[config.mk]
export PLATFORM = sky130hd
export DESIGN_NAME = neuronNode_flat
export DESIGN_NICKNAME = d
export VERILOG_FILES = /design/src/source/float_pkg.sv /design/src/source/layer_pkg.sv /design/src/source/mac_if.sv /design/src/source/float_adder.sv /design/src/source/float_mult.sv /design/src/source/neuron_node.sv /design/src/flat_wrapper.sv
export VERILOG_INCLUDE_DIRS = /design/src /design/src/source
export SDC_FILE = /design/constraint.sdc
export NUM_CORES = 2
export LEC_CHECK = 0
export BUFFER_PORTS_ARGS = -buffer_cell sky130_fd_sc_hd__clkbuf_2
export CAP_MARGIN = 20
export CORE_ASPECT_RATIO = 1.4
export CORE_MARGIN = 3
export CORE_UTILIZATION = 60
export DETAILED_ROUTE_END_ITERATION = 16
export PLACE_DENSITY = 0.86
export SYNTH_ARGS = -nofsm -noshare
export SYNTH_HDL_FRONTEND = slang
export SYNTH_SLANG_ARGS = --single-unit
[constraint.sdc]
create_clock -name clk -period 50.2 [get_ports clk]
set_input_delay 7.53 -clock clk [delete_from_list [all_inputs] [get_ports clk]]
set_output_delay 7.53 -clock clk [all_outputs]
set_load 0.1 [all_outputs]
[src/source/neural_macros.svh]
`ifndef NEURAL_MACROS_SVH
`define NEURAL_MACROS_SVH

// activations per vector
`define INPUT_COUNT 10
// neurons side by side in the layer
`define NEURON_COUNT 3
// single precision word
`define WORD_WIDTH 32

`endif

[src/source/float_pkg.sv]
`default_nettype none

`include "neural_macros.svh"

package floatPkg;

	// whole IEEE-754 single precision word
	typedef logic [`WORD_WIDTH-1:0] floatWord;

	// biased exponent field
	typedef logic [7:0] floatExponent;

	// fraction with the hidden bit in front
	typedef logic [23:0] floatSignificand;

endpackage

`default_nettype wire

[src/source/layer_pkg.sv]
`default_nettype none

`include "neural_macros.svh"

package layerPkg;

	typedef logic [$clog2(`INPUT_COUNT)-1:0] inputIndex;

	typedef logic [$clog2(`NEURON_COUNT)-1:0] neuronIndex;

	typedef enum logic [2:0] {idle, waitInReqLow, finish, present, waitOutAckLow} sequencerState;

endpackage

`default_nettype wire

[src/source/mac_if.sv]
`timescale 1ns/1ns
`default_nettype none

interface macBus
	import floatPkg::*;
	import layerPkg::*;
();
	logic clear;
	logic step;
	inputIndex index;
	floatWord activation;
	logic done;

	// one sequencer drives every neuron of the layer
	modport master (output clear, output step, output index, output activation, output done);

	modport node (input clear, input step, input index, input activation, input done);

endinterface

`default_nettype wire

[src/source/float_adder.sv]
`timescale 1ns/1ns
`default_nettype none

module floatAdder
	import floatPkg::*;
(
	input wire floatWord a,
	input wire floatWord b,
	output floatWord sum
);
	floatWord opA;
	floatWord opB;
	floatWord bigOp;
	floatWord smallOp;
	floatExponent expDiff;
	floatSignificand sigBig;
	floatSignificand sigSmall;
	floatSignificand sigAligned;
	floatSignificand sigNorm;
	logic [24:0] sigSum;
	logic [4:0] shiftAmt;
	logic signed [9:0] expOut;

	always_comb
	begin
		// zeros and subnormals collapse to +0 before the compare
		opA = (a[30:23] == '0) ? '0 : a;
		opB = (b[30:23] == '0) ? '0 : b;
		if (opA[30:0] >= opB[30:0])
		begin
			bigOp = opA;
			smallOp = opB;
		end
		else
		begin
			bigOp = opB;
			smallOp = opA;
		end
		expDiff = bigOp[30:23] - smallOp[30:23];
		sigBig = {bigOp[30:23] != '0, bigOp[22:0]};
		sigSmall = {smallOp[30:23] != '0, smallOp[22:0]};
		// bits shifted out of the smaller significand are lost since there are no guard bits
		sigAligned = sigSmall >> expDiff;
		if (bigOp[31] == smallOp[31])
			sigSum = {1'b0, sigBig} + {1'b0, sigAligned};
		else
			sigSum = {1'b0, sigBig} - {1'b0, sigAligned};
		// highest set bit wins since the loop runs upward
		shiftAmt = '0;
		for (int i = 0; i < 24; i++)
		begin
			if (sigSum[i])
				shiftAmt = 5'(23 - i);
		end
		if (sigSum[24])
		begin
			sigNorm = sigSum[24:1];
			expOut = $signed({2'b00, bigOp[30:23]}) + 10'sd1;
		end
		else
		begin
			sigNorm = sigSum[23:0] << shiftAmt;
			expOut = $signed({2'b00, bigOp[30:23]}) - $signed({5'b00000, shiftAmt});
		end
		if (sigSum == '0 || expOut <= 10'sd0)
			sum = '0;
		else if (expOut >= 10'sd255)
			sum = {bigOp[31], 8'hff, 23'b0};
		else
			sum = {bigOp[31], expOut[7:0], sigNorm[22:0]};
	end

endmodule

`default_nettype wire

[src/source/float_mult.sv]
`timescale 1ns/1ns
`default_nettype none

module floatMultiplier
	import floatPkg::*;
(
	input wire floatWord x,
	input wire floatWord y,
	output floatWord z
);
	logic sign;
	floatExponent expX;
	floatExponent expY;
	floatSignificand sigX;
	floatSignificand sigY;
	floatSignificand sigNorm;
	logic [47:0] product;
	logic [9:0] expSum;
	logic [9:0] expBiased;

	always_comb
	begin
		sign = x[31] ^ y[31];
		expX = x[30:23];
		expY = y[30:23];
		sigX = {1'b1, x[22:0]};
		sigY = {1'b1, y[22:0]};
		product = sigX * sigY;
		expSum = {2'b00, expX} + {2'b00, expY};
		// product of two values in [1,2) needs at most one bit of normalization
		if (product[47])
		begin
			sigNorm = product[47:24];
			expSum = expSum + 10'd1;
		end
		else
			sigNorm = product[46:23];
		expBiased = expSum - 10'd127;
		// subnormal operands are treated as zero
		if (expX == '0 || expY == '0)
			z = {sign, 31'b0};
		else if (expSum >= 10'd382)
			z = {sign, 8'hff, 23'b0};
		else if (expSum <= 10'd127)
			z = '0;
		else
			z = {sign, expBiased[7:0], sigNorm[22:0]};
	end

endmodule

`default_nettype wire

[src/source/neuron_node.sv]
`timescale 1ns/1ns
`default_nettype none

`include "neural_macros.svh"

module neuronNode
	import floatPkg::*;
#(
	parameter int NEURON_ID = 0
) (
	input wire logic clk,
	input wire logic rst,
	macBus.node bus,
	output floatWord result
);
	localparam floatWord WEIGHTS [`NEURON_COUNT][`INPUT_COUNT] = '{
		'{32'hbeb27893, 32'hbee3c857, 32'h3e0911d1, 32'h3e469e22, 32'hbeed0cc6,
			32'h3d496dad, 32'hbf06e6b5, 32'h3ec0ac7f, 32'h3ea3877b, 32'h3ec4361c},
		'{32'h3e8a3d71, 32'hbe19999a, 32'h3f0ccccd, 32'hbdcccccd, 32'h3e4ccccd,
			32'hbeb33333, 32'h3d23d70a, 32'h3ee66666, 32'hbf19999a, 32'h3e3851ec},
		'{32'hbe4ccccd, 32'h3eb33333, 32'hbe8a3d71, 32'h3f000000, 32'h3dcccccd,
			32'h3e99999a, 32'hbee66666, 32'hbd4ccccd, 32'h3e19999a, 32'hbf0ccccd}
	};

	localparam floatWord BIASES [`NEURON_COUNT] = '{32'h3e068ac7, 32'hbd8f5c29, 32'h3e800000};

	floatWord weight;
	floatWord product;
	floatWord accumNext;
	floatWord accum;

	assign weight = WEIGHTS[NEURON_ID][bus.index];

	floatMultiplier mult (
		.x(bus.activation),
		.y(weight),
		.z(product)
	);

	floatAdder add (
		.a(accum),
		.b(product),
		.sum(accumNext)
	);

	// accumulation starts from the bias, then takes products in input order
	always_ff @(posedge clk)
	begin
		if (bus.clear)
			accum <= BIASES[NEURON_ID];
		else if (bus.step)
			accum <= accumNext;
	end

	// relu also maps -0 to +0
	always_ff @(posedge clk)
	begin
		if (rst)
			result <= '0;
		else if (bus.done)
			result <= accum[`WORD_WIDTH-1] ? '0 : accum;
	end

	assert property (@(posedge clk) disable iff (rst) !(bus.clear && bus.step))
		else $error("clear and step high in the same cycle");

	assert property (@(posedge clk) disable iff (rst) bus.step |-> bus.index < `INPUT_COUNT)
		else $error("step with weight index out of range");

endmodule

`default_nettype wire

[src/flat_wrapper.sv]
// flat-port wrapper written by rule: the top's interface ports become plain ports
module neuronNode_flat import floatPkg::*;
#(
	parameter int NEURON_ID = 0
)
  (clk, rst, result, bus_clear, bus_step, bus_index, bus_activation, bus_done);
  macBus bus_i ();
  input wire logic clk;
  input wire logic rst;
  output floatWord result;
  input wire logic [$bits(bus_i.clear)-1:0] bus_clear;
  input wire logic [$bits(bus_i.step)-1:0] bus_step;
  input wire logic [$bits(bus_i.index)-1:0] bus_index;
  input wire logic [$bits(bus_i.activation)-1:0] bus_activation;
  input wire logic [$bits(bus_i.done)-1:0] bus_done;
  assign bus_i.clear = bus_clear;
  assign bus_i.step = bus_step;
  assign bus_i.index = bus_index;
  assign bus_i.activation = bus_activation;
  assign bus_i.done = bus_done;
  neuronNode #(.NEURON_ID(NEURON_ID)) u_core (.clk(clk), .rst(rst), .bus(bus_i), .result(result));
endmodule
[Word level (Yosys, flattened, before mapping)]
Memories as Yosys holds them, arrays and structs flattened.
Index checks and enable logic that the tools add are counted.
Cells by class
  bitwise logic cells: 2
  order comparisons: 6
  multiply operators: 1
  shift-type cells: 2
  equality and inequality tests: 1
  mux-type cells: 41
  reductions and logical operators: 9
  add/subtract/negate cells: 8
Operator list (number)
  2-to-1 mux 32 bit: 10
  2-to-1 mux 5 bit: 24
  2-to-1 mux 31 bit: 2
  multiplier 24 x 24 -> 48 bit: 1
  2-to-1 mux 23 bit: 2
  zero test 8 bit: 4
  >= comparator 31 bit: 1
  adder 24 x 24 -> 25 bit: 1
  zero test 25 bit: 1
  2-to-1 mux 25 bit: 1
  subtractor 24 x 24 -> 25 bit: 1
  left shift 24 x 5 -> 23 bit: 1
  >> shifter 24 x 8 -> 24 bit: 1
  >= comparator 10 x 9 -> 1 bit, second input constant: 2
  2-to-1 mux 10 bit: 2
  nonzero test 8 bit: 2
  adder 9 x 1 -> 10 bit, second input constant: 1
  less-or-equal comparator 10 x 1 -> 1 bit, second input constant: 1
  less-or-equal comparator 10 x 7 -> 1 bit, second input constant: 1
  adder 8 x 1 -> 9 bit, second input constant: 1
  adder 8 x 8 -> 9 bit: 1
  subtractor 8 x 5 -> 9 bit: 1
  subtractor 8 x 7 -> 8 bit, second input constant: 1
  subtractor 8 bit: 1
  5 further kinds: 6
Storage, ports and cells
  memories kept: 1
  output and inout port bits: 32
  flip-flop bits (word level): 64
  ROM bits: 512
Memory list
  (no name shown): depth 16, bits a word 32, rd ports 1, clocked after Yosys merged registers in 0, write ports 0, line neuron_node.sv:32  | assign weight = WEIGHTS[NEURON_ID][bus.index];

[Logic depth before layout (Yosys ltp)]
  word-level depth: 48
  depth in mapped cells: 116
  gate-level depth less buffers: 100

[By module]
A second synthesis with hierarchy kept.
Second synthesis, totals
  cells, all modules: 3930
  area, all modules: 30993.5 um^2
Modules (own cells, without submodules)
  floatMultiplier: cells each 2260, sequential area each 0.0 um^2, instances 1, area each 19373.6 um^2
  floatAdder: cells each 1361, sequential area each 0.0 um^2, instances 1, area each 8665.8 um^2
  neuronNode: cells each 309, sequential area each 1261.2 um^2, instances 1, area each 2954.1 um^2

[Least setup slack after synthesis]
OpenSTA, ideal clock, no wires.
  path kind: input to register
  start: in bus_index[0]
  end: reg u_core.accum[10]
  cell stages on the path: 111
  library setup time: 117 ps
  data required time: 50083 ps
  data arrival time: 30834 ps
  path buffers: 16
  slack: 19249 ps
  path through: inv_1 ha_1 buf_2 nor2b_1 a211oi_1 nor2_1 clkbuf_1 nand2_1 fa_1 inv_1 fa_1 inv_1 fa_1 fa_1 inv_1 fa_1 fa_1 inv_1 [75 not listed] xor2_1 nand2_1 nor3_1 and2_1 clkbuf_1 inv_2 clkbuf_1 ha_1 a21o_1 a21o_1 a211o_1 a2111oi_0 a21oi_1 o22ai_1 mux2i_1 nand4b_2 buf_4 o21ai_1
Between the ends
  cells in the longest elaborated chain, start to end: 48
  elaborated cells on any way between the ends: 66
  classes of those cells: add/sub: 8; mul: 1; order compare: 5; eq/ne: 1; shift: 2; mux: 39; bitwise: 2; reduce/logical: 7; memory: 1
Ends and longest elaborated chain
  start, declared: line flat_wrapper.sv:13  | input wire logic [$bits(bus_i.index)-1:0] bus_index;
  NOT 4 -> 5 bit (not written as such) *: line neuron_node.sv:32
  memory (16 x 32 bit) *
  2-to-1 mux 32 bit (not written as such) * (2 in a row): line neuron_node.sv:32
  branches (longest 6 deep; another with multiplier 24 x 24 -> 48 bit)
  2-to-1 mux 32 bit *: line float_mult.sv:40  | if (expX == '0 || expY == '0)
  zero test 8 bit: line float_adder.sv:28  | opB = (b[30:23] == '0) ? '0 : b;
  2-to-1 mux 32 bit *: line float_adder.sv:28
  >= comparator 31 bit: line float_adder.sv:29  | if (opA[30:0] >= opB[30:0])
  [3 not listed]
  subtractor 24 x 24 -> 25 bit or adder 24 x 24 -> 25 bit (tied branches): line float_adder.sv:47, float_adder.sv:45
  2-to-1 mux 25 bit: line float_adder.sv:44  | if (bigOp[31] == smallOp[31])
  2-to-1 mux 5 bit (24 in a row): line float_adder.sv:52  | if (sigSum[i])
  subtractor 8 x 5 -> 9 bit: line float_adder.sv:63  | expOut = $signed({2'b00, bigOp[30:23]}) - $signed({5'b00000, shiftAmt});
  2-to-1 mux 10 bit: line float_adder.sv:55  | if (sigSum[24])
  >= comparator 10 x 9 -> 1 bit or less-or-equal comparator 10 x 1 -> 1 bit (tied branches): line float_adder.sv:67, float_adder.sv:65
  2-to-1 mux 31 bit or logical OR 1 bit (tied branches): line float_adder.sv:67, float_adder.sv:65
  2-to-1 mux 32 bit *: line float_adder.sv:65  | if (sigSum == '0 || expOut <= 10'sd0)
  end signal, assigned: line neuron_node.sv:50  | accum <= BIASES[NEURON_ID];
  end signal, assigned: line neuron_node.sv:52  | accum <= accumNext;
  end, declared: line neuron_node.sv:30  | floatWord accum;
Mark *: on every way between the ends. The select of a mux whose other input is x is not followed.
A chain may end at the register's enable or synchronous reset.

[Worst setup path after layout]
  start: in bus_index[3]
  end: reg u_core.accum[16]
Same word-level chain as after synthesis.

==> flow_metrics.env <==
export IMPL_reg2reg_to="u_core.accum[16]"
export IMPL_cts_root_buf="clkbuf_16"
export IMPL_synth_enable_flop_cells=0
export IMPL_slew_viol_final=0
export IMPL_antenna_found_initial=4
export IMPL_clk_latency_ns=0.33
export IMPL_grt_max_degree=80
export IMPL_period_minus_slack_ns=35.01
export IMPL_grt_pass1_wl_mm=168
export IMPL_wirelength_mm=108
export IMPL_grt_overflow_total=0
export IMPL_firstDrtPassIters=7
export IMPL_layout_setup_ws_ns=15.19
export IMPL_track_usage=0.399
export IMPL_initial_core_util=0.610
export IMPL_max_slew_margin=0.211
export IMPL_worstPathArrival_ns=35.26
export IMPL_hold_buffers=0
export IMPL_fp_coreArea_sq_um=50400
export IMPL_fmax_mhz=28.6
export IMPL_drt_iter0_markers=2905
export IMPL_cts_tree="yes"
export IMPL_post_dp_cell_area_sq_um=31400
export IMPL_crit_fanout=38
export IMPL_yosys_warnings=0
export IMPL_seq_area_frac_synth=0.0410
export IMPL_cts_resized=0
export IMPL_critical_path_class="in2reg"
export IMPL_required_ns=50.45
export IMPL_ios=73
export IMPL_drive_gt1_frac=0.0512
export IMPL_synth_cell_types=100
export IMPL_hold_class="reg2reg"
export IMPL_final_cell_mix="inv_1 (628), nand2_1 (505), fa_1 (485)"
export IMPL_cts_clk_slew_worst_paths_ns=0.05
export IMPL_rows=97
export IMPL_routed_via_count=29652
export IMPL_maxCapViolations=0
export IMPL_ys_flop_type="dfxtp_1"
export IMPL_area_growth_pct=3.44
export IMPL_hpwl_mm=85.7
export IMPL_final_common_cell="inv_1"
export IMPL_routed_via_density=6.52
export IMPL_syn_nets=4768
export IMPL_critPathSlowestCell="nor2_1"
export IMPL_dieHeight_microns=274
export IMPL_grt_pass1_vias=30722
export IMPL_status="completed"
export IMPL_tightestPinTransition_ns=1.17
export IMPL_holdPathStages=2
export IMPL_cts_made_buffers=9
export IMPL_rsz0062_at_grt="no"
export IMPL_syn_area_per_cell_sq_um=7.70
export IMPL_hold_violations=0
export IMPL_yosys_register_bits=63
export IMPL_preCtsSetupSlack_ns=15.31
export IMPL_avgRoutedWirePerCell_microns=23.8
export IMPL_clock_skew_final_ns=0.00481
export IMPL_cp_common_cell="inv_1"
export IMPL_die_area_sq_um=54000
export IMPL_final_cell_area_sq_um=31800
export IMPL_place_port_buffers=71
export IMPL_async_flop_share=0
export IMPL_drc=0
export IMPL_r2r_start="u_core.accum[24]"
export IMPL_cts_setup_buffers=0
export IMPL_ff2ff_setup_slack_ns=32.04
export IMPL_max_stage_delay_ns=0.83
export IMPL_cts_max_path_buffers=2
export IMPL_netlist_instances=3990
export IMPL_reg2regPathDepth=67
export IMPL_htree_levels=3
export IMPL_hold_end="u_core.result[26]"
export IMPL_end_kind="flip-flop"
export IMPL_period_share=0.697
export IMPL_setup_viol=0
export IMPL_worstHoldStart="u_core.result[26]"
export IMPL_place_gp_congestion=1.09
export IMPL_netlist_area_sq_um=30700
export IMPL_detail_route_antenna_nets=0
export IMPL_die_w_microns=197
export IMPL_start_kind="input pin"
export IMPL_nNetsFinal=4678
export IMPL_cts_sinks=63
export IMPL_fin_setup_tns_ns=0
==> worst max-delay path: cells and delay by family <==
family | cells | cell delay (ns)
XOR/XNOR | 4 | 1.23
adder cells (fa/ha/maj) | 15 | 6.02
buffers and inverters | 12 | 2.14
AO/OA/AOI/OAI | 34 | 8.05
AND/OR/NAND/NOR | 30 | 8.85
multiplexers | 3 | 1.38
==> worst max-delay path by stage <==
stage,startpoint,end,cells after the start
6_report,bus_index[3],u_core.accum[16],98
5_1_grt,bus_index[0],u_core.accum[4],101
4_1_cts,bus_index[0],u_core.accum[16],100
3_5_place_dp,bus_index[0],u_core.accum[14],100
3_3_place_gp,bus_index[0],u_core.accum[3],100
2_1_floorplan,bus_index[0],u_core.accum[10],111
==> synth_stat cells (16+ instances only) <==
master / number / area share
and2_1: 248 / 0.050
a21o_1: 38 / 0.0093
clkbuf_1: 179 / 0.022
a211oi_1: 33 / 0.0081
o31ai_1: 16 / 0.0039
nor3_1: 70 / 0.011
inv_1: 628 / 0.077
a31oi_1: 29 / 0.0059
nor4_1: 20 / 0.0041
xnor2_1: 55 / 0.016
dfxtp_1: 63 / 0.041
nand2b_1: 47 / 0.0096
nor2_1: 254 / 0.031
o21ai_0: 147 / 0.024
or3_1: 26 / 0.0053
ha_1: 252 / 0.10
nand3_1: 112 / 0.018
o21ai_1: 42 / 0.0068
mux2i_1: 38 / 0.012
xor2_1: 46 / 0.013
nand2_1: 505 / 0.062
fa_1: 485 / 0.32
a21oi_1: 209 / 0.034
nor2b_1: 20 / 0.0041
o22ai_1: 30 / 0.0061
nand4_1: 32 / 0.0065
o211ai_1: 23 / 0.0056
==> kinds of logic (layout without fill, tap and decap cells) <==
| group | Yosys count | count (layout) | share of synthesized area |
|---|---|---|---|
| other | 1 | 2 | 0.000122 |
| DFF | 63 | 63 | 0.0410 |
| adders and majority gates | 737 | 737 | 0.418 |
| and+or+nand+nor | 1401 | 1401 | 0.219 |
| xor gates and xnor gates | 102 | 102 | 0.0297 |
| muxes | 51 | 51 | 0.0182 |
| AOI/OAI and AO/OA | 784 | 784 | 0.168 |
| buffers and inverters | 851 | 766 | 0.105 |
==> sequential cells by signal, indices dropped and copies added, names as in the netlist <==
name,count
u_core.result,31
u_core.accum,32
==> final cells by class <==
cell class,count,area (sq um)
Tap cell,643,805
Sequential cell,63,1260
Multi-Input combinational cell,3076,26300
Inverter,637,2390
Fill cell,4295,18600
Clock inverter,3,65.1
Clock buffer,13,260
Timing Repair Buffer,113,678
Antenna cell,1,2.50
==> routing by layer <==
| layer | global-route usage | vias up | wire length, microns |
|---|---|---|---|
| met2 | 0.684 | 1883 | 51900 |
| met1 | 0.407 | 14055 | 33900 |
| met5 | 0 | - | 34 |
| met3 | 0.0843 | 760 | 9670 |
| li1 | - | 12948 | - |
| met4 | 0.359 | 6 | 12800 |
==> through the flow <==
stage | util | hold WS, ns | instances
global placement | 0.624 | 0.457 | 4530
global route | 0.631 | 0.494 | 4548
CTS | 0.631 | 0.478 | 4546
floorplan | - | 0.435 | 3990
finish | 0.631 | 0.471 | 4549
detailed placement | 0.624 | 0.460 | 4530
Power is left out: the tool's default activity adds up to more than one toggle a clock period on the data nets, which glitch-free logic cannot reach.
