File: config.mk
export PLATFORM = sky130hd
export DESIGN_NAME = layerSequencer_flat
export DESIGN_NICKNAME = d
export VERILOG_FILES = /design/src/source/float_pkg.sv /design/src/source/layer_pkg.sv /design/src/source/mac_if.sv /design/src/source/layer_sequencer.sv /design/src/flat_wrapper.sv
export VERILOG_INCLUDE_DIRS = /design/src /design/src/source
export SDC_FILE = /design/constraint.sdc
export NUM_CORES = 1
export LEC_CHECK = 0
export ABC_AREA = 0
export BUFFER_PORTS_ARGS = -buffer_cell sky130_fd_sc_hd__buf_4
export CAP_MARGIN = 20
export CORE_MARGIN = 3
export CORE_UTILIZATION = 23
export CTS_BUF_LIST = sky130_fd_sc_hd__clkbuf_2
export DETAILED_ROUTE_END_ITERATION = 12
export MAX_ROUTING_LAYER = met4
export REMOVE_ABC_BUFFERS = 1
export SLEW_MARGIN = 5
export SYNTH_ARGS = -nofsm -noshare
export SYNTH_HDL_FRONTEND = slang
export SYNTH_SLANG_ARGS = --single-unit
File: constraint.sdc
create_clock -name clk -period 2.5 [get_ports clk]
set_input_delay 0.5 -clock clk [delete_from_list [all_inputs] [get_ports clk]]
set_output_delay 0.5 -clock clk [all_outputs]
set_load 0.02 [all_outputs]
File: src/source/neural_macros.svh
`ifndef NEURAL_MACROS_SVH
`define NEURAL_MACROS_SVH

// activations per vector
`define INPUT_COUNT 10
// neurons side by side in the layer
`define NEURON_COUNT 3
// single precision word
`define WORD_WIDTH 32

`endif

File: src/source/float_pkg.sv
`default_nettype none

`include "neural_macros.svh"

package floatPkg;

	// whole IEEE-754 single precision word
	typedef logic [`WORD_WIDTH-1:0] floatWord;

	// biased exponent field
	typedef logic [7:0] floatExponent;

	// fraction with the hidden bit in front
	typedef logic [23:0] floatSignificand;

endpackage

`default_nettype wire

File: src/source/layer_pkg.sv
`default_nettype none

`include "neural_macros.svh"

package layerPkg;

	typedef logic [$clog2(`INPUT_COUNT)-1:0] inputIndex;

	typedef logic [$clog2(`NEURON_COUNT)-1:0] neuronIndex;

	typedef enum logic [2:0] {idle, waitInReqLow, finish, present, waitOutAckLow} sequencerState;

endpackage

`default_nettype wire

File: src/source/mac_if.sv
`timescale 1ns/1ns
`default_nettype none

interface macBus
	import floatPkg::*;
	import layerPkg::*;
();
	logic clear;
	logic step;
	inputIndex index;
	floatWord activation;
	logic done;

	// one sequencer drives every neuron of the layer
	modport master (output clear, output step, output index, output activation, output done);

	modport node (input clear, input step, input index, input activation, input done);

endinterface

`default_nettype wire

File: src/source/layer_sequencer.sv
`timescale 1ns/1ns
`default_nettype none

`include "neural_macros.svh"

module layerSequencer
	import floatPkg::*;
	import layerPkg::*;
(
	input wire logic clk,
	input wire logic rst,
	input wire logic inReq,
	output logic inAck,
	input wire floatWord inData,
	macBus.master bus,
	input wire floatWord results [`NEURON_COUNT],
	output logic outReq,
	input wire logic outAck,
	output floatWord outData,
	output neuronIndex outIndex
);
	sequencerState state;
	inputIndex inCount;
	neuronIndex outCount;
	logic accept;

	assign accept = (state == idle) && inReq;

	// bias load coincides with the first accepted word of a vector
	assign bus.clear = accept && (inCount == '0);
	assign bus.done = (state == finish);
	assign bus.index = inCount;

	assign outData = results[outCount];
	assign outIndex = outCount;

	always_ff @(posedge clk)
	begin
		if (accept)
			bus.activation <= inData;
	end

	always_ff @(posedge clk)
	begin
		if (rst)
		begin
			state <= idle;
			inCount <= '0;
			outCount <= '0;
			inAck <= 1'b0;
			outReq <= 1'b0;
			bus.step <= 1'b0;
		end
		else
		begin
			bus.step <= 1'b0;
			case (state)
				idle:
					if (inReq)
					begin
						bus.step <= 1'b1;
						state <= waitInReqLow;
					end
				waitInReqLow:
					// ack goes up right after the step and down once the source lets go
					if (bus.step)
						inAck <= 1'b1;
					else if (inAck && !inReq)
					begin
						inAck <= 1'b0;
						if (inCount == inputIndex'(`INPUT_COUNT - 1))
						begin
							inCount <= '0;
							state <= finish;
						end
						else
						begin
							inCount <= inCount + 1'b1;
							state <= idle;
						end
					end
				finish:
				begin
					outReq <= 1'b1;
					state <= present;
				end
				present:
					if (outAck)
					begin
						outReq <= 1'b0;
						state <= waitOutAckLow;
					end
				waitOutAckLow:
					if (!outAck)
					begin
						if (outCount == neuronIndex'(`NEURON_COUNT - 1))
						begin
							outCount <= '0;
							state <= idle;
						end
						else
						begin
							outCount <= outCount + 1'b1;
							outReq <= 1'b1;
							state <= present;
						end
					end
				default:
					state <= idle;
			endcase
		end
	end

	assert property (@(posedge clk) disable iff (rst) $rose(inAck) |-> inReq)
		else $error("inAck raised without a pending inReq");

	assert property (@(posedge clk) disable iff (rst) outReq && $past(outReq) |-> $stable(outData))
		else $error("outData changed during an output transfer");

endmodule

`default_nettype wire

File: src/flat_wrapper.sv
// flat-port wrapper written by rule: the top's interface ports become plain ports
module layerSequencer_flat import floatPkg::*; import layerPkg::*;
  (clk, rst, inReq, inAck, inData, results, outReq, outAck, outData, outIndex, bus_clear, bus_step, bus_index, bus_activation, bus_done);
  macBus bus_i ();
  input wire logic clk;
  input wire logic rst;
  input wire logic inReq;
  output logic inAck;
  input wire floatWord inData;
  input wire floatWord results[`NEURON_COUNT];
  output logic outReq;
  input wire logic outAck;
  output floatWord outData;
  output neuronIndex outIndex;
  output wire logic [$bits(bus_i.clear)-1:0] bus_clear;
  output wire logic [$bits(bus_i.step)-1:0] bus_step;
  output wire logic [$bits(bus_i.index)-1:0] bus_index;
  output wire logic [$bits(bus_i.activation)-1:0] bus_activation;
  output wire logic [$bits(bus_i.done)-1:0] bus_done;
  assign bus_clear = bus_i.clear;
  assign bus_step = bus_i.step;
  assign bus_index = bus_i.index;
  assign bus_activation = bus_i.activation;
  assign bus_done = bus_i.done;
  layerSequencer u_core (.clk(clk), .rst(rst), .inReq(inReq), .inAck(inAck), .inData(inData), .bus(bus_i), .results(results), .outReq(outReq), .outAck(outAck), .outData(outData), .outIndex(outIndex));
endmodule
Word-level counts from Yosys, hierarchy flattened
Cells that the tools add are included.
W data, S select, Z words.
{"block": "op_classes", "n_eq_ne": 12, "n_bitwise": 4, "magnitude_cmp": 1, "n_reduce_logical": 14, "n_addsub": 2, "mux": 20}
{"cell": "$bmux W32 S2", "n": 1}
{"cell": "$mux W32", "n": 2}
{"cell": "$mux W3", "n": 5}
{"cell": "$pmux W3 S5", "n": 1}
{"cell": "$ne A2 B2 Y1 const B", "n": 5}
{"cell": "$eq A3 B2 Y1 const B", "n": 2}
{"cell": "$mux W1", "n": 6}
{"cell": "$mux W2", "n": 3}
{"cell": "$reduce_and A5 Y1", "n": 1}
{"cell": "$add A4 B1 Y4 const B", "n": 1}
{"cell": "$eq A4 B4 Y1 const B", "n": 1}
{"cell": "$logic_not A4 Y1", "n": 1}
{"cell": "$mux W4", "n": 1}
{"cell": "$reduce_and A2 Y1", "n": 2}
{"cell": "$reduce_and A4 Y1", "n": 1}
{"cell": "$eq A3 B1 Y1 const B", "n": 1}
{"cell": "$eq A3 B3 Y1 const B", "n": 1}
{"cell": "$ge A3 B3 Y1 const B", "n": 1}
{"cell": "$logic_and A1 B1 Y1", "n": 3}
{"cell": "$logic_not A3 Y1", "n": 1}
{"cell": "$not A1 Y1", "n": 3}
{"cell": "$not A2 Y3", "n": 1}
{"cell": "$pmux W1 S3", "n": 1}
{"cell": "$reduce_and A3 Y1", "n": 1}
{"cell": "other kinds (7)", "n": 7}
{"block": "word_totals", "output_inout_bits": 75, "inputBits": 132, "regBits": 44}

Depth between registers and ports, before layout
Gate-level depths: netlist of the first run.
{"block": "depth", "word_depth": 5, "depth_mapped": 6, "depth_no_buf": 4}

Worst setup path after synthesis of the first run
Ideal clock, no wire load.
{"block": "synth_path", "kind": "flip-flop to output port", "from": "register u_core.outCount[1], in the netlist u_core.outIndex[1]", "to": "output port outData[14]", "slack_ns": 0.459, "required_time_ns": 2.000, "n_path_buf": 2, "stages_incl_launch_ff": 5, "arrival_ns": 1.541, "cell_sequence": "dfxtp_1 buf_2 buf_2 mux2i_1 o21ai_0"}
{"block": "synth_between", "elab_chain_len": 4}
{"item": "start: declaration", "line_no": "layer_sequencer.sv:24", "source": "neuronIndex outCount;"}
{"item": "start signal: assignment", "line_no": "layer_sequencer.sv:103", "source": "outCount <= outCount + 1'b1;"}
{"item": "$not A2 Y3 (implied by the code)", "line_no": "layer_sequencer.sv:34", "source": "assign outData = results[outCount];"}
{"item": "$bmux W32 S2", "line_no": "layer_sequencer.sv:34"}
{"item": "$mux W32 (implied by the code) (2 in series)", "line_no": "layer_sequencer.sv:34"}
{"item": "end: declaration", "line_no": "flat_wrapper.sv:13", "source": "output floatWord outData;"}
No other way between the ends. The select of a mux whose other input is x is not followed.

Worst setup path after layout of the first run
{"block": "layout_path", "from": "register u_core.outCount[1], in the netlist u_core.outIndex[1]", "to": "output port outData[27]"}
The elaborated chain is that of the path after synthesis.

==> flow_summary.html, run 1 <==
<table>
<tr><th>Metric</th><th>Value</th></tr>
<tr><th colspan="2">GRT</th></tr>
<tr><td>Number of antenna violations at the first check in global routing</td><td>0</td></tr>
<tr><td>Grt ovf</td><td>0</td></tr>
<tr><td>Maximum number of pins on one net before global-route repair</td><td>38</td></tr>
<tr><td>First-pass GRT wire length</td><td>12000 µm</td></tr>
<tr><td>Global-route usage over all layers</td><td>13.8%</td></tr>
<tr><td>Number of global-route vias before repair</td><td>2241</td></tr>
<tr><th colspan="2">Critical path</th></tr>
<tr><td>Reg-to-reg critical path endpoint</td><td>u_core.bus.index[1]</td></tr>
<tr><td>Setup slack on the worst flop-to-flop path</td><td>between 0.8 and 0.9 ns</td></tr>
<tr><td>Last element of the critical path</td><td>outData[27]</td></tr>
<tr><td>Critical path class</td><td>reg2out</td></tr>
<tr><td>Setup crit start kind</td><td>register</td></tr>
<tr><td>Type of element capturing the critical path</td><td>output pin</td></tr>
<tr><td>Critical-path maximum fanout</td><td>37</td></tr>
<tr><td>Launching instance or port of the critical path</td><td>u_core.outIndex[1]</td></tr>
<tr><td>R2r worst-path depth</td><td>4</td></tr>
<tr><td>Data arrival, critical path</td><td>1.83 ns</td></tr>
<tr><td>CP Data Required Time</td><td>2.00 ns</td></tr>
<tr><td>Worst r2r src</td><td>u_core.state[0]</td></tr>
<tr><th colspan="2">Clocking</th></tr>
<tr><td>Clock insertion delay at the later pin of the skew report</td><td>0.39 ns</td></tr>
<tr><td>H-tree depth reported by CTS</td><td>2</td></tr>
<tr><td>TritonCTS Sinks</td><td>between 40 and 50</td></tr>
<tr><td>Clock transition at path regs</td><td>0.25 ns</td></tr>
<tr><td>Max Buffers Root-to-Sink</td><td>2</td></tr>
<tr><td>TritonCTS clock tree</td><td>built</td></tr>
<tr><td>Number of CTS-inserted buffers</td><td>5</td></tr>
<tr><td>Root Buffer Master</td><td>clkbuf_2</td></tr>
<tr><th colspan="2">Logic synthesis</th></tr>
<tr><td>Synth Cell Area</td><td>0.00231 mm²</td></tr>
<tr><td>Portion of netlist area occupied by mux cells</td><td>between 10% and 20%</td></tr>
<tr><td>Distinct cell type count after synthesis</td><td>38</td></tr>
<tr><td>Compound-cell area share of the yosys netlist</td><td>12.8%</td></tr>
<tr><td>Fraction of synthesized cell area in xor and xnor cells</td><td>0.757%</td></tr>
<tr><td>Post-synthesis share of cell area spent on full adders, half adders and majority gates</td><td>0%</td></tr>
<tr><td>Area fraction in and, or, nand and nor cells after synthesis</td><td>16.4%</td></tr>
<tr><td>YS warnings</td><td>0</td></tr>
<tr><td>Sequential share of the synthesized area</td><td>around 52%</td></tr>
<tr><td>Flop and latch count out of synthesis</td><td>44</td></tr>
<tr><td>Dominant combinational cell family by area after synthesis</td><td>simple AND/OR/NAND/NOR gates</td></tr>
<tr><td>Cells after Synth</td><td>between 200 and 250</td></tr>
<tr><td>Average footprint of a synthesized cell</td><td>10.4 µm²</td></tr>
<tr><th colspan="2">Die</th></tr>
<tr><td>Initial Utilization</td><td>~24%</td></tr>
<tr><td>Top Ports</td><td>207</td></tr>
<tr><td>DIE WIDTH</td><td>106 µm</td></tr>
<tr><td>Rows</td><td>35</td></tr>
<tr><td>Core region area</td><td>0.00950 mm²</td></tr>
<tr><td>Chip height</td><td>106 µm</td></tr>
<tr><td>Die Outline Area</td><td>roughly 0.011 mm²</td></tr>
<tr><th colspan="2">STA</th></tr>
<tr><td>Post-layout worst setup margin</td><td>0.171 ns</td></tr>
<tr><td>Unrepaired setup endpoints after global routing</td><td>false</td></tr>
<tr><td>Count of final max-slew check failures</td><td>0</td></tr>
<tr><td>Portion of the clock cycle consumed by the worst path in the final layout</td><td>between 90% and 100%</td></tr>
<tr><td>Largest clock skew in the final design</td><td>just over 0.02 ns</td></tr>
<tr><td>Fin crit period</td><td>2.33 ns</td></tr>
<tr><td>Setup tns final</td><td>0 ns</td></tr>
<tr><td>Number of failing hold endpoints at the final stage</td><td>0</td></tr>
<tr><td>Worst-case hold slack</td><td>0.257 ns</td></tr>
<tr><td>Transition at the pin with the smallest max-transition slack</td><td>~0.53 ns</td></tr>
<tr><td>Max Fclk</td><td>429 MHz</td></tr>
<tr><td>Final setup violation count</td><td>0</td></tr>
<tr><td>Relative max-transition margin</td><td>between 60% and 70%</td></tr>
<tr><th colspan="2">Run</th></tr>
<tr><td>Count of max-cap constraint violations</td><td>0</td></tr>
<tr><th colspan="2">Route</th></tr>
<tr><td>Number of violations reported at the end of detailed-routing iteration 0</td><td>84</td></tr>
<tr><td>Sum of routed wire length over all layers</td><td>8230 µm</td></tr>
<tr><td>Drt pass-1 iters</td><td>4</td></tr>
<tr><td>Number of nets with antenna violations after detailed routing</td><td>0</td></tr>
<tr><td>Count of unresolved DRC violations after routing</td><td>0</td></tr>
<tr><td>Detailed-route wire length per cell</td><td>approximately 15 µm</td></tr>
<tr><td>Total via count in the routed design</td><td>2423</td></tr>
<tr><td>Via-per-instance ratio</td><td>~4.4</td></tr>
<tr><th colspan="2">Cells and area</th></tr>
<tr><td>Most frequent cells in the layout</td><td>buf_4 (209), nand2_1 (42), mux2i_1 (33)</td></tr>
<tr><td>Area occupied by registers</td><td>~0.0012 mm²</td></tr>
<tr><td>Area taken by multi-input logic gates</td><td>0.00104 mm²</td></tr>
<tr><td>Number of standard cells in the layout, taps in and fillers out</td><td>554</td></tr>
<tr><td>Layout area overhead</td><td>75.7%</td></tr>
<tr><td>Number of fill cells</td><td>around 930</td></tr>
<tr><td>Share of final-layout standard cells stronger than drive strength 1</td><td>54.4%</td></tr>
<tr><td>Nets</td><td>approximately 560</td></tr>
<tr><td>Util after Layout</td><td>42.8%</td></tr>
<tr><td>Commonest non-fill, non-tap cell in the layout</td><td>buf_4</td></tr>
<tr><td>Total inserted antenna cells</td><td>0</td></tr>
<tr><th colspan="2">Power and ir drop</th></tr>
<tr><td>Static Leakage</td><td>1.74 nW</td></tr>
<tr><td>Total power divided by cell area</td><td>414 mW/mm²</td></tr>
<tr><td>Worst voltage drop across the vdd grid</td><td>0.203 mV</td></tr>
<tr><th colspan="2">Placement</th></tr>
<tr><td># port buffers</td><td>206</td></tr>
<tr><td>DP Worst Slack</td><td>0.243 ns</td></tr>
<tr><td>Number of cells in the design after placement</td><td>roughly 550</td></tr>
<tr><td>Post-detail-place hpwl</td><td>6540 µm</td></tr>
<tr><td>Routability congestion estimate</td><td>~0.87</td></tr>
<tr><th colspan="2">Outcome</th></tr>
<tr><td>Status</td><td>finished clean</td></tr>
<tr><th colspan="2">Worst hold path</th></tr>
<tr><td>HP Class</td><td>in2reg</td></tr>
</table>
routing by layer:
| metal | vias to the layer above | part of all wire (%) | GRT usage [%] |
|---|---|---|---|
| li1 | 1205 | - | - |
| met1 | 1098 | 41 | 16.4 |
| met2 | 110 | 50 | 22.8 |
| met3 | 10 | 8.1 | 4.07 |
| met4 | 0 | 1.3 | 3.70 |
| met5 | - | 0 | - |
synthesized netlist by cell type:
| cell | number | share of area (%) |
|---|---|---|
| a2111oi_2 | 1 | 0.65 |
| a211o_1 | 1 | 0.38 |
| a21o_1 | 1 | 0.32 |
| a21oi_1 | 5 | 1.1 |
| a21oi_2 | 2 | 0.76 |
| a2bb2oi_1 | 1 | 0.38 |
| a31oi_1 | 1 | 0.27 |
| a41o_2 | 1 | 0.49 |
| and2b_1 | 1 | 0.32 |
| buf_1 | 2 | 0.32 |
| buf_2 | 7 | 1.5 |
| buf_6 | 2 | 0.97 |
| clkbuf_1 | 5 | 0.81 |
| dfxtp_1 | 12 | 10 |
| edfxtp_1 | 32 | 42 |
| inv_1 | 1 | 0.16 |
| mux2i_1 | 33 | 14 |
| nand2_1 | 42 | 6.8 |
| nand2b_1 | 1 | 0.27 |
| nand3_2 | 1 | 0.43 |
| nand4_1 | 2 | 0.54 |
| nor2_1 | 11 | 1.8 |
| nor2b_1 | 6 | 1.6 |
| nor2b_2 | 1 | 0.38 |
| nor3_1 | 1 | 0.22 |
| nor3_2 | 1 | 0.43 |
| nor3b_1 | 1 | 0.32 |
| nor3b_2 | 1 | 0.54 |
| nor3b_4 | 1 | 0.81 |
| nor4b_1 | 2 | 0.76 |
| o21a_1 | 1 | 0.32 |
| o21ai_0 | 26 | 5.6 |
| o21ai_1 | 10 | 2.2 |
| o22a_1 | 1 | 0.38 |
| or2b_1 | 1 | 0.32 |
| or3_1 | 1 | 0.27 |
| or4b_4 | 1 | 0.59 |
| xor2_1 | 2 | 0.76 |
critical path: stages (launching register included):
cell and delay, ns:
dfxtp_2 0.45, buf_8 0.32, mux2i_1 0.12, o21ai_0 0.30
buf_4 0.21
repair_timing:
action	CTS	global route
setup endpoints to repair	19	10
gates resized for setup	2	2
setup buffers	0	0
hold buffers	0	0
cloned	0	1
power by group:
group / switching [W] / internal, W
registers: 0.0000166 / 0.000832
logic: 0.000187 / 0.000234
clock network: 0.000240 / 0.000173
per-stage QoR:
stage	power, W	area, µm²
floorplan	0.00101	2230
global placement	0.00129	3970
detailed placement	0.00129	3970
CTS	0.00171	4050
global route	0.00177	4060
finish	0.00168	4060
layout make-up:
cell class,instances,area share (%)
timing repair buffer,210,39.0
sequential,44,29.6
multi-input combinational,162,25.6
tap,129,3.97
clock inverter,3,1.14
clock buffer,5,0.616
inverter,1,0.0924
logic make-up (layout without fill, tap and decap cells):
family | count (synthesis) | after routing
buffers and inverters | 17 | 219
AOI/OAI and AO/OA | 51 | 51
xor gates and xnor gates | 2 | 2
muxes | 33 | 33
DFF | 44 | 44
and+or+nand+nor | 75 | 76
registers in the layout (all words and copies together) (netlist names):
| register | count |
|---|---|
| u_core.bus.activation | 32 |
| u_core.bus.index | 4 |
| u_core.bus.step | 1 |
| u_core.inAck | 1 |
| u_core.outIndex | 2 |
| u_core.outReq | 1 |
| u_core.state | 3 |
how the worst min path moves through the flow:
| stage | slack, ns | startpoint | cells past startpoint | endpoint |
|---|---|---|---|---|
| after detailed placement | 0.49 | u_core.bus.step | 2 | u_core.inAck |
| after CTS | 0.20 | inData[29] | 1 | u_core.bus.activation[29] |
| final | 0.26 | inData[29] | 1 | u_core.bus.activation[29] |
| after floorplan | 0.55 | u_core.bus.step | 2 | u_core.inAck |
| after global routing | 0.17 | inData[7] | 1 | u_core.bus.activation[7] |
| after global placement | 0.47 | u_core.inAck | 2 | u_core.inAck |
No activity file was read; power rests on OpenSTA's default activity.
==> inputs of run 2 (changes only) <==
--- a/config.mk
+++ b/config.mk
@@ -7,12 +7,13 @@
 export NUM_CORES = 1
 export LEC_CHECK = 0
 export ABC_AREA = 0
-export BUFFER_PORTS_ARGS = -buffer_cell sky130_fd_sc_hd__buf_4
+export BUFFER_PORTS_ARGS = -buffer_cell sky130_fd_sc_hd__buf_2
 export CAP_MARGIN = 20
 export CORE_MARGIN = 3
 export CORE_UTILIZATION = 23
 export CTS_BUF_LIST = sky130_fd_sc_hd__clkbuf_2
 export DETAILED_ROUTE_END_ITERATION = 12
+export GPL_TIMING_DRIVEN = 0
 export MAX_ROUTING_LAYER = met4
 export REMOVE_ABC_BUFFERS = 1
 export SLEW_MARGIN = 5
==> run 2 against run 1 <==
Net effect: largest power group unchanged; critical endpoint is now bus_clear; first-iteration DRC count is 18% higher; critical path type unchanged; utilization is 4.8 points lower; die area stayed put.
==> flow_summary.html, run 2 (synthesized netlist as in run 1, its figures left out) <==
<table>
<tr><th>Metric</th><th>Value</th></tr>
<tr><th colspan="2">Outcome</th></tr>
<tr><td>Status</td><td>finished clean</td></tr>
<tr><th colspan="2">Cells and area</th></tr>
<tr><td>Most flop-heavy register</td><td>u_core.bus.activation</td></tr>
<tr><td>Area taken by multi-input logic gates</td><td>0.00103 mm² (-0.84%)</td></tr>
<tr><td>Number of fill cells</td><td>969 (+4.3%)</td></tr>
<tr><td>Number of flip-flops under the largest register name</td><td>32 (unchanged)</td></tr>
<tr><td>Share of final-layout standard cells stronger than drive strength 1</td><td>54.6% (+0.24 points)</td></tr>
<tr><td>Most frequent cells in the layout</td><td>buf_2 (206), nand2_1 (42), mux2i_1 (33)</td></tr>
<tr><td>Post-layout instance area</td><td>0.00361 mm² (-11%)</td></tr>
<tr><td>Commonest non-fill, non-tap cell in the layout</td><td>buf_2</td></tr>
<tr><td>Area occupied by registers</td><td>0.00121 mm² (+0.31%)</td></tr>
<tr><td>Nets</td><td>556 (unchanged)</td></tr>
<tr><td>Number of standard cells in the layout, taps in and fillers out</td><td>555 (+0.18%)</td></tr>
<tr><td>Layout area overhead</td><td>55.9%</td></tr>
<tr><th colspan="2">Placement</th></tr>
<tr><td>Number of cells in the design after placement</td><td>545 (unchanged)</td></tr>
<tr><td>Post-detail-place hpwl</td><td>6190 µm (-5.4%)</td></tr>
<tr><td>Routability congestion estimate</td><td>0.789 (-9.2%)</td></tr>
<tr><td>Post-DP Area</td><td>0.00352 mm² (-11%)</td></tr>
<tr><td># port buffers</td><td>206 (unchanged)</td></tr>
<tr><th colspan="2">GRT</th></tr>
<tr><td>Number of antenna violations at the first check in global routing</td><td>1 (+1)</td></tr>
<tr><td>First-pass GRT wire length</td><td>11200 µm (-5.9%)</td></tr>
<tr><td>Number of global-route vias before repair</td><td>2312 (+3.2%)</td></tr>
<tr><td>Global-route usage over all layers</td><td>12.7% (-1.1 points)</td></tr>
<tr><td>Maximum number of pins on one net before global-route repair</td><td>31 (-18%)</td></tr>
<tr><td>Grt ovf</td><td>0 (unchanged)</td></tr>
<tr><th colspan="2">Critical path</th></tr>
<tr><td>Launching instance or port of the critical path</td><td>u_core.state[0]</td></tr>
<tr><td>Worst r2r src</td><td>u_core.state[0]</td></tr>
<tr><td>R2r worst-path depth</td><td>4 (unchanged)</td></tr>
<tr><td>Peak per-stage delay on the critical path</td><td>0.51 ns (+0.06 ns)</td></tr>
<tr><td>CP Data Required Time</td><td>2.00 ns (about the same)</td></tr>
<tr><td>Setup crit start kind</td><td>register</td></tr>
<tr><td>Crit-path slowest cell</td><td>dfxtp_1</td></tr>
<tr><td>CP bufs+invs</td><td>1 (-1)</td></tr>
<tr><td>Critical path class</td><td>reg2out</td></tr>
<tr><td>Setup slack on the worst flop-to-flop path</td><td>0.70 ns (-0.11 ns)</td></tr>
<tr><td>Top cell family by delay on the critical path</td><td>simple AND/OR/NAND/NOR gates</td></tr>
<tr><td>Type of element capturing the critical path</td><td>output pin</td></tr>
<tr><td>Crit. path cell count</td><td>4 (unchanged)</td></tr>
<tr><td>Critical-path maximum fanout</td><td>13 (-65%)</td></tr>
<tr><td>Cells traversed along the worst timing path</td><td>nor2b_1, nand2_1, nor4b_1, buf_2</td></tr>
<tr><td>Data arrival, critical path</td><td>1.82 ns (about the same)</td></tr>
<tr><th colspan="2">STA</th></tr>
<tr><td>Largest clock skew in the final design</td><td>0.0181 ns (-0.00268 ns)</td></tr>
<tr><td>Unrepaired setup endpoints after global routing</td><td>false</td></tr>
<tr><td>Fin crit period</td><td>2.32 ns (-0.00434 ns)</td></tr>
<tr><td>Number of failing hold endpoints at the final stage</td><td>0 (unchanged)</td></tr>
<tr><td>Setup tns final</td><td>0 ns (unchanged)</td></tr>
<tr><td>Portion of the clock cycle consumed by the worst path in the final layout</td><td>93.0% (-0.17 points)</td></tr>
<tr><td>Transition at the pin with the smallest max-transition slack</td><td>0.528 ns (-0.00517 ns)</td></tr>
<tr><td>Max Fclk</td><td>430 MHz (+0.19%)</td></tr>
<tr><td>Relative max-transition margin</td><td>64.7% (+0.47 points)</td></tr>
<tr><td>Final setup violation count</td><td>0 (unchanged)</td></tr>
<tr><td>Count of final max-slew check failures</td><td>0 (unchanged)</td></tr>
<tr><td>Worst-case hold slack</td><td>0.265 ns (+0.00806 ns)</td></tr>
<tr><th colspan="2">Clocking</th></tr>
<tr><td>Root Buffer Master</td><td>clkbuf_2</td></tr>
<tr><td>TritonCTS Sinks</td><td>44 (unchanged)</td></tr>
<tr><td>Max Buffers Root-to-Sink</td><td>2 (unchanged)</td></tr>
<tr><td>Cts-stage hold buffer count</td><td>0 (unchanged)</td></tr>
<tr><td>Clock insertion delay at the later pin of the skew report</td><td>0.39 ns (about the same)</td></tr>
<tr><td>Clock transition at path regs</td><td>0.24 ns (about the same)</td></tr>
<tr><td>Number of CTS-inserted buffers</td><td>5 (unchanged)</td></tr>
<tr><td>H-tree depth reported by CTS</td><td>2 (unchanged)</td></tr>
<tr><td>TritonCTS clock tree</td><td>built</td></tr>
<tr><th colspan="2">Die</th></tr>
<tr><td>Chip height</td><td>106 µm (unchanged)</td></tr>
<tr><td>DIE WIDTH</td><td>106 µm (unchanged)</td></tr>
<tr><td>Die Outline Area</td><td>0.0113 mm² (unchanged)</td></tr>
<tr><td>Core region area</td><td>0.00950 mm² (unchanged)</td></tr>
<tr><td>Initial Utilization</td><td>24.3% (unchanged)</td></tr>
<tr><td>Rows</td><td>35 (unchanged)</td></tr>
<tr><td>Top Ports</td><td>207 (unchanged)</td></tr>
<tr><th colspan="2">Route</th></tr>
<tr><td>Count of unresolved DRC violations after routing</td><td>0 (unchanged)</td></tr>
<tr><td>Drt pass-1 iters</td><td>4 (unchanged)</td></tr>
<tr><td>Top Metal Used</td><td>met4</td></tr>
<tr><td>Detailed-route wire length per cell</td><td>13.4 µm (-9.7%)</td></tr>
<tr><td>Routed length on met2</td><td>3720 µm (-9.5%)</td></tr>
<tr><td>Met3 WL post-DR</td><td>521 µm (-21%)</td></tr>
<tr><td>Met1 wire length</td><td>3140 µm (-6.2%)</td></tr>
<tr><td>Number of nets with antenna violations after detailed routing</td><td>0 (unchanged)</td></tr>
<tr><td>Total via count in the routed design</td><td>2422 (-0.041%)</td></tr>
<tr><td>Via-per-instance ratio</td><td>4.36 (-0.22%)</td></tr>
<tr><td>Sum of routed wire length over all layers</td><td>7440 µm (-9.5%)</td></tr>
<tr><td>Number of violations reported at the end of detailed-routing iteration 0</td><td>99 (+18%)</td></tr>
<tr><th colspan="2">Power and ir drop</th></tr>
<tr><td>Internal portion of total power</td><td>0.00115 W (-7.1%)</td></tr>
<tr><td>Total power divided by cell area</td><td>439 mW/mm² (+6.1%)</td></tr>
<tr><td>Share of total power consumed by net switching</td><td>27.3% (+0.95 points)</td></tr>
<tr><td>Reg power frac</td><td>53.4% (+3.0 points)</td></tr>
<tr><td>Static Leakage</td><td>1.59 nW (-8.7%)</td></tr>
<tr><td>Total Power Consumption</td><td>0.00158 W (-5.9%)</td></tr>
<tr><td>Psw</td><td>0.000433 W (-2.5%)</td></tr>
<tr><td>Worst voltage drop across the vdd grid</td><td>0.186 mV (-8.2%)</td></tr>
<tr><td>Proportion of power drawn by the clock network</td><td>25.6% (+1.1 points)</td></tr>
<tr><td>Part of the power in combinational logic</td><td>21.0% (-4.1 points)</td></tr>
<tr><th colspan="2">Run</th></tr>
<tr><td>Count of max-cap constraint violations</td><td>0 (unchanged)</td></tr>
<tr><th colspan="2">Worst hold path</th></tr>
<tr><td>Cell count of the worst hold path</td><td>1 (unchanged)</td></tr>
<tr><td>HP Class</td><td>in2reg</td></tr>
<tr><td>HP Start</td><td>inData[1]</td></tr>
</table>
[run 2: per-stage QoR]
step | util, % | worst slack (ns)
floorplan | - | -0.689
global placement | 36.0 | -1.51
detailed placement | 37.0 | 0.186
CTS | 37.9 | 0.0438
global route | 37.9 | 0.0315
finish | 37.9 | 0.176
[run 2: cell type report]
type | instances | area share [%]
diodes | 1 | 0.0694
clock buffers | 5 | 0.694
clock inverters | 3 | 1.28
inverters | 1 | 0.104
multi-input cells | 161 | 28.6
flip-flops and latches | 44 | 33.4
well taps | 129 | 4.48
repair buffers | 211 | 31.3
[run 2: repair_timing]
item                       4_1_cts  5_1_grt
setup buffers                    1        0
setup endpoints to repair       32        4
resized for setup                2        1
cloned                           0        0
[run 2: final timing paths]
kind	endpoint
setup / recovery	bus_clear
hold / removal	u_core.bus.activation[1]
setup reg to reg	u_core.bus.activation[10]
hold reg to reg	u_core.inAck
[run 2: per-layer routing]
| layer | vias up | GRT usage (%) |
|---|---|---|
| met3 | 6 | 2.98 |
| met1 | 1111 | 15.0 |
| met5 | - | - |
| met2 | 102 | 21.9 |
| li1 | 1203 | - |
| met4 | 0 | 2.96 |
[run 2: worst register-to-register path, stage by stage (launching register included)]
cell	delay, ns
dfxtp_1	0.51
nor2b_1	0.25
nand2_1	0.13
inv_1	0.42
buf_16	0.23
[run 2: power groups by stage]
stage / combinational (W) / clock (W) / sequential [W]
finish: 0.000333 / 0.000406 / 0.000845
global route: 0.000362 / 0.000458 / 0.000850
CTS: 0.000337 / 0.000430 / 0.000847
detailed placement: 0.000336 / 0 / 0.000863
global placement: 0.000322 / 0 / 0.000864
floorplan: 0.0000957 / 0 / 0.000914
==> inputs of run 3 (changes only) <==
--- a/config.mk
+++ b/config.mk
@@ -10,11 +10,12 @@
 export BUFFER_PORTS_ARGS = -buffer_cell sky130_fd_sc_hd__buf_2
 export CAP_MARGIN = 20
 export CORE_MARGIN = 3
-export CORE_UTILIZATION = 23
+export CORE_UTILIZATION = 37
 export CTS_BUF_LIST = sky130_fd_sc_hd__clkbuf_2
 export DETAILED_ROUTE_END_ITERATION = 12
 export GPL_TIMING_DRIVEN = 0
 export MAX_ROUTING_LAYER = met4
+export PLACE_DENSITY = 0.79
 export REMOVE_ABC_BUFFERS = 1
 export SLEW_MARGIN = 5
 export SYNTH_ARGS = -nofsm -noshare
==> run 3 against run 2 <==
Net effect: setup slack improved by 0.074 ns; global-route usage rose by 6.6 points; utilization rose by 21 points; register-to-register slack improved by 0.10 ns; combinational power barely moved; fmax rose by 3.3%; first-iteration DRC count fell by 7.1%; clock-buffer cell count did not move; die area fell by 36%; sequential power barely moved; critical path type unchanged; largest cell class unchanged; largest power group unchanged.
==> flow_summary.html, run 3 (synthesized netlist as in run 1, its figures left out) <==
<table>
<tr><th>Metric</th><th>Value</th></tr>
<tr><th colspan="2">Outcome</th></tr>
<tr><td>Status</td><td>finished clean</td></tr>
<tr><th colspan="2">Cells and area</th></tr>
<tr><td>Total inserted antenna cells</td><td>0 (-1)</td></tr>
<tr><td>Most flop-heavy register</td><td>u_core.bus.activation</td></tr>
<tr><td>Nets</td><td>559 (+0.54%)</td></tr>
<tr><td>Share of final-layout standard cells stronger than drive strength 1</td><td>54.9% (+0.32 points)</td></tr>
<tr><td>Most frequent cells in the layout</td><td>buf_2 (206), nand2_1 (42), mux2i_1 (33)</td></tr>
<tr><td>Number of flip-flops under the largest register name</td><td>32 (unchanged)</td></tr>
<tr><td>Layout area overhead</td><td>53.2%</td></tr>
<tr><td>Util after Layout</td><td>59.2% (+21 points)</td></tr>
<tr><td>Commonest non-fill, non-tap cell in the layout</td><td>buf_2</td></tr>
<tr><td>Post-layout instance area</td><td>0.00354 mm² (-1.7%)</td></tr>
<tr><th colspan="2">Power and ir drop</th></tr>
<tr><td>Static Leakage</td><td>1.60 nW (+0.72%)</td></tr>
<tr><td>Share of total power consumed by net switching</td><td>27.1% (-0.25 points)</td></tr>
<tr><td>Part of the power in combinational logic</td><td>21.0% (about the same)</td></tr>
<tr><td>Internal portion of total power</td><td>0.00115 W (-0.10%)</td></tr>
<tr><td>Worst voltage drop across the vdd grid</td><td>0.297 mV (+60%)</td></tr>
<tr><td>Reg power frac</td><td>53.5% (about the same)</td></tr>
<tr><td>Proportion of power drawn by the clock network</td><td>25.4% (-0.2 points)</td></tr>
<tr><td>Total power divided by cell area</td><td>445 mW/mm² (+1.3%)</td></tr>
<tr><td>Psw</td><td>0.000427 W (-1.3%)</td></tr>
<tr><th colspan="2">GRT</th></tr>
<tr><td>Number of antenna violations at the first check in global routing</td><td>0 (-1)</td></tr>
<tr><td>Grt ovf</td><td>0 (unchanged)</td></tr>
<tr><td>First-pass GRT wire length</td><td>10800 µm (-4.4%)</td></tr>
<tr><td>Maximum number of pins on one net before global-route repair</td><td>33 (+6.5%)</td></tr>
<tr><td>Number of global-route vias before repair</td><td>2306 (-0.26%)</td></tr>
<tr><td>Global-route usage over all layers</td><td>19.3% (+6.6 points)</td></tr>
<tr><th colspan="2">Run</th></tr>
<tr><td>Count of max-cap constraint violations</td><td>0 (unchanged)</td></tr>
<tr><th colspan="2">Die</th></tr>
<tr><td>Rows</td><td>28 (-20%)</td></tr>
<tr><td>Top Ports</td><td>207 (unchanged)</td></tr>
<tr><td>Die Outline Area</td><td>0.00724 mm² (-36%)</td></tr>
<tr><td>Core region area</td><td>0.00599 mm² (-37%)</td></tr>
<tr><td>DIE WIDTH</td><td>85.1 µm (-20%)</td></tr>
<tr><td>Chip height</td><td>85.1 µm (-20%)</td></tr>
<tr><td>Initial Utilization</td><td>38.6% (+14 points)</td></tr>
<tr><th colspan="2">Worst hold path</th></tr>
<tr><td>HP Start</td><td>inData[2]</td></tr>
<tr><td>Cell count of the worst hold path</td><td>1 (unchanged)</td></tr>
<tr><td>Hold-critical path endpoint</td><td>u_core.bus.activation[2]</td></tr>
<tr><td>HP Class</td><td>in2reg</td></tr>
<tr><th colspan="2">Critical path</th></tr>
<tr><td>CP bufs+invs</td><td>3 (+2)</td></tr>
<tr><td>R2r worst-path depth</td><td>4 (unchanged)</td></tr>
<tr><td>Cells traversed along the worst timing path</td><td>buf_12, nor2b_4, buf_8, nand2_1, o21ai_0, buf_2</td></tr>
<tr><td>Peak per-stage delay on the critical path</td><td>0.40 ns (-0.11 ns)</td></tr>
<tr><td>Reg-to-reg critical path endpoint</td><td>u_core.bus.index[1]</td></tr>
<tr><td>Data arrival, critical path</td><td>1.75 ns (-0.07 ns)</td></tr>
<tr><td>Type of element capturing the critical path</td><td>output pin</td></tr>
<tr><td>Critical-path maximum fanout</td><td>27 (+14)</td></tr>
<tr><td>Setup slack on the worst flop-to-flop path</td><td>0.80 ns (+0.10 ns)</td></tr>
<tr><td>Worst r2r src</td><td>u_core.state[0]</td></tr>
<tr><td>Setup crit start kind</td><td>register</td></tr>
<tr><td>Top cell family by delay on the critical path</td><td>buffers and inverters</td></tr>
<tr><td>CP Data Required Time</td><td>2.00 ns (about the same)</td></tr>
<tr><td>Crit-path slowest cell</td><td>dfxtp_4</td></tr>
<tr><td>Critical path class</td><td>reg2out</td></tr>
<tr><th colspan="2">Route</th></tr>
<tr><td>Via-per-instance ratio</td><td>4.89 (+12%)</td></tr>
<tr><td>Sum of routed wire length over all layers</td><td>7090 µm (-4.7%)</td></tr>
<tr><td>Number of nets with antenna violations after detailed routing</td><td>0 (unchanged)</td></tr>
<tr><td>Drt pass-1 iters</td><td>5 (+1)</td></tr>
<tr><td>Total via count in the routed design</td><td>2458 (+1.5%)</td></tr>
<tr><td>Number of violations reported at the end of detailed-routing iteration 0</td><td>92 (-7.1%)</td></tr>
<tr><td>Count of unresolved DRC violations after routing</td><td>0 (unchanged)</td></tr>
<tr><td>Detailed-route wire length per cell</td><td>14.1 µm (+5.1%)</td></tr>
<tr><th colspan="2">Clocking</th></tr>
<tr><td>TritonCTS clock tree</td><td>built</td></tr>
<tr><td>Clock insertion delay at the later pin of the skew report</td><td>0.39 ns (about the same)</td></tr>
<tr><td>Max Buffers Root-to-Sink</td><td>2 (unchanged)</td></tr>
<tr><td>H-tree depth reported by CTS</td><td>2 (unchanged)</td></tr>
<tr><td>Root Buffer Master</td><td>clkbuf_2</td></tr>
<tr><td>Number of CTS-inserted buffers</td><td>5 (unchanged)</td></tr>
<tr><td>Clock transition at path regs</td><td>0.24 ns (about the same)</td></tr>
<tr><td>TritonCTS Sinks</td><td>44 (unchanged)</td></tr>
<tr><th colspan="2">STA</th></tr>
<tr><td>Portion of the clock cycle consumed by the worst path in the final layout</td><td>90.0% (-3.0 points)</td></tr>
<tr><td>Max Fclk</td><td>444 MHz (+3.3%)</td></tr>
<tr><td>Number of failing hold endpoints at the final stage</td><td>0 (unchanged)</td></tr>
<tr><td>Final setup violation count</td><td>0 (unchanged)</td></tr>
<tr><td>Count of final max-slew check failures</td><td>0 (unchanged)</td></tr>
<tr><td>Fin crit period</td><td>2.25 ns (-0.0743 ns)</td></tr>
<tr><td>Unrepaired setup endpoints after global routing</td><td>false</td></tr>
<tr><td>Relative max-transition margin</td><td>69.4% (+4.7 points)</td></tr>
<tr><td>Largest clock skew in the final design</td><td>0.0301 ns (+0.0121 ns)</td></tr>
<tr><td>Transition at the pin with the smallest max-transition slack</td><td>0.458 ns (-0.0701 ns)</td></tr>
<tr><th colspan="2">Placement</th></tr>
<tr><td>Routability congestion estimate</td><td>0.866 (+9.7%)</td></tr>
<tr><td># port buffers</td><td>206 (unchanged)</td></tr>
<tr><td>Post-DP Area</td><td>0.00339 mm² (-3.5%)</td></tr>
<tr><td>Post-detail-place hpwl</td><td>5660 µm (-8.5%)</td></tr>
</table>
## run 3: worst max-delay path by stage
stage | depth (start not counted) | end | slack (ns) | startpoint
final | 6 | outData[16] | 0.25 | u_core.outIndex[1]
after floorplan | 3 | outData[14] | -0.69 | u_core.outIndex[1]
after detailed placement | 5 | outData[16] | -0.31 | u_core.outIndex[0]
after global placement | 4 | outData[16] | -1.41 | u_core.outIndex[1]
after global routing | 4 | bus_clear | 0.08 | u_core.state[0]
after CTS | 6 | outData[16] | 0.01 | u_core.outIndex[1]
## run 3: layout make-up
cell class	instances	area [µm²]
fill	522	2450
sequential	44	1210
timing repair buffer	214	1130
multi-input combinational	161	1030
tap	75	93.8
clock inverter	3	46.3
clock buffer	5	25.0
inverter	1	3.75
## run 3: power by group through the flow
| stage | registers [W] | clock network [W] | logic (W) |
|---|---|---|---|
| floorplan | 0.000914 | 0 | 0.0000957 |
| global placement | 0.000862 | 0 | 0.000317 |
| detailed placement | 0.000864 | 0 | 0.000324 |
| CTS | 0.000846 | 0.000419 | 0.000326 |
| global route | 0.000849 | 0.000452 | 0.000358 |
| finish | 0.000844 | 0.000401 | 0.000332 |
## run 3: timing repair
item | in CTS | in global routing
resized for setup | 4 | 0
buffers inserted | 1 | 4
hold buffers | 0 | 0
setup endpoints to repair | 32 | 24
## run 3: routing by layer
layer  track usage, %  up-vias  routed length (µm)
li1                 -     1212                   -
met1             22.1     1098                2650
met2             34.2      146                3690
met3             4.47        2                 719
met4             4.46        0                  32
met5                -        -                   0
## run 3: stage by stage
| stage | worst slack (ns) | cells | hold WS, ns | TNS (ns) | total power [W] |
|---|---|---|---|---|---|
| floorplan | -0.689 | 206 | 0.547 | -21.41 | 0.00101 |
| global placement | -1.41 | 487 | 0.471 | -43.75 | 0.00118 |
| detailed placement | -0.308 | 489 | 0.485 | -6.78 | 0.00119 |
| CTS | 0.0102 | 498 | 0.226 | 0 | 0.00159 |
| global route | 0.0799 | 503 | 0.189 | 0 | 0.00166 |
| finish | 0.250 | 503 | 0.259 | 0 | 0.00158 |
## run 3: worst register-to-register path, stage by stage, from the launching register on
cell and delay [ns]:
dfxtp_1 0.66, nor3b_4 0.39, nand3_2 0.14, or3_1 0.37, a21oi_2 0.11
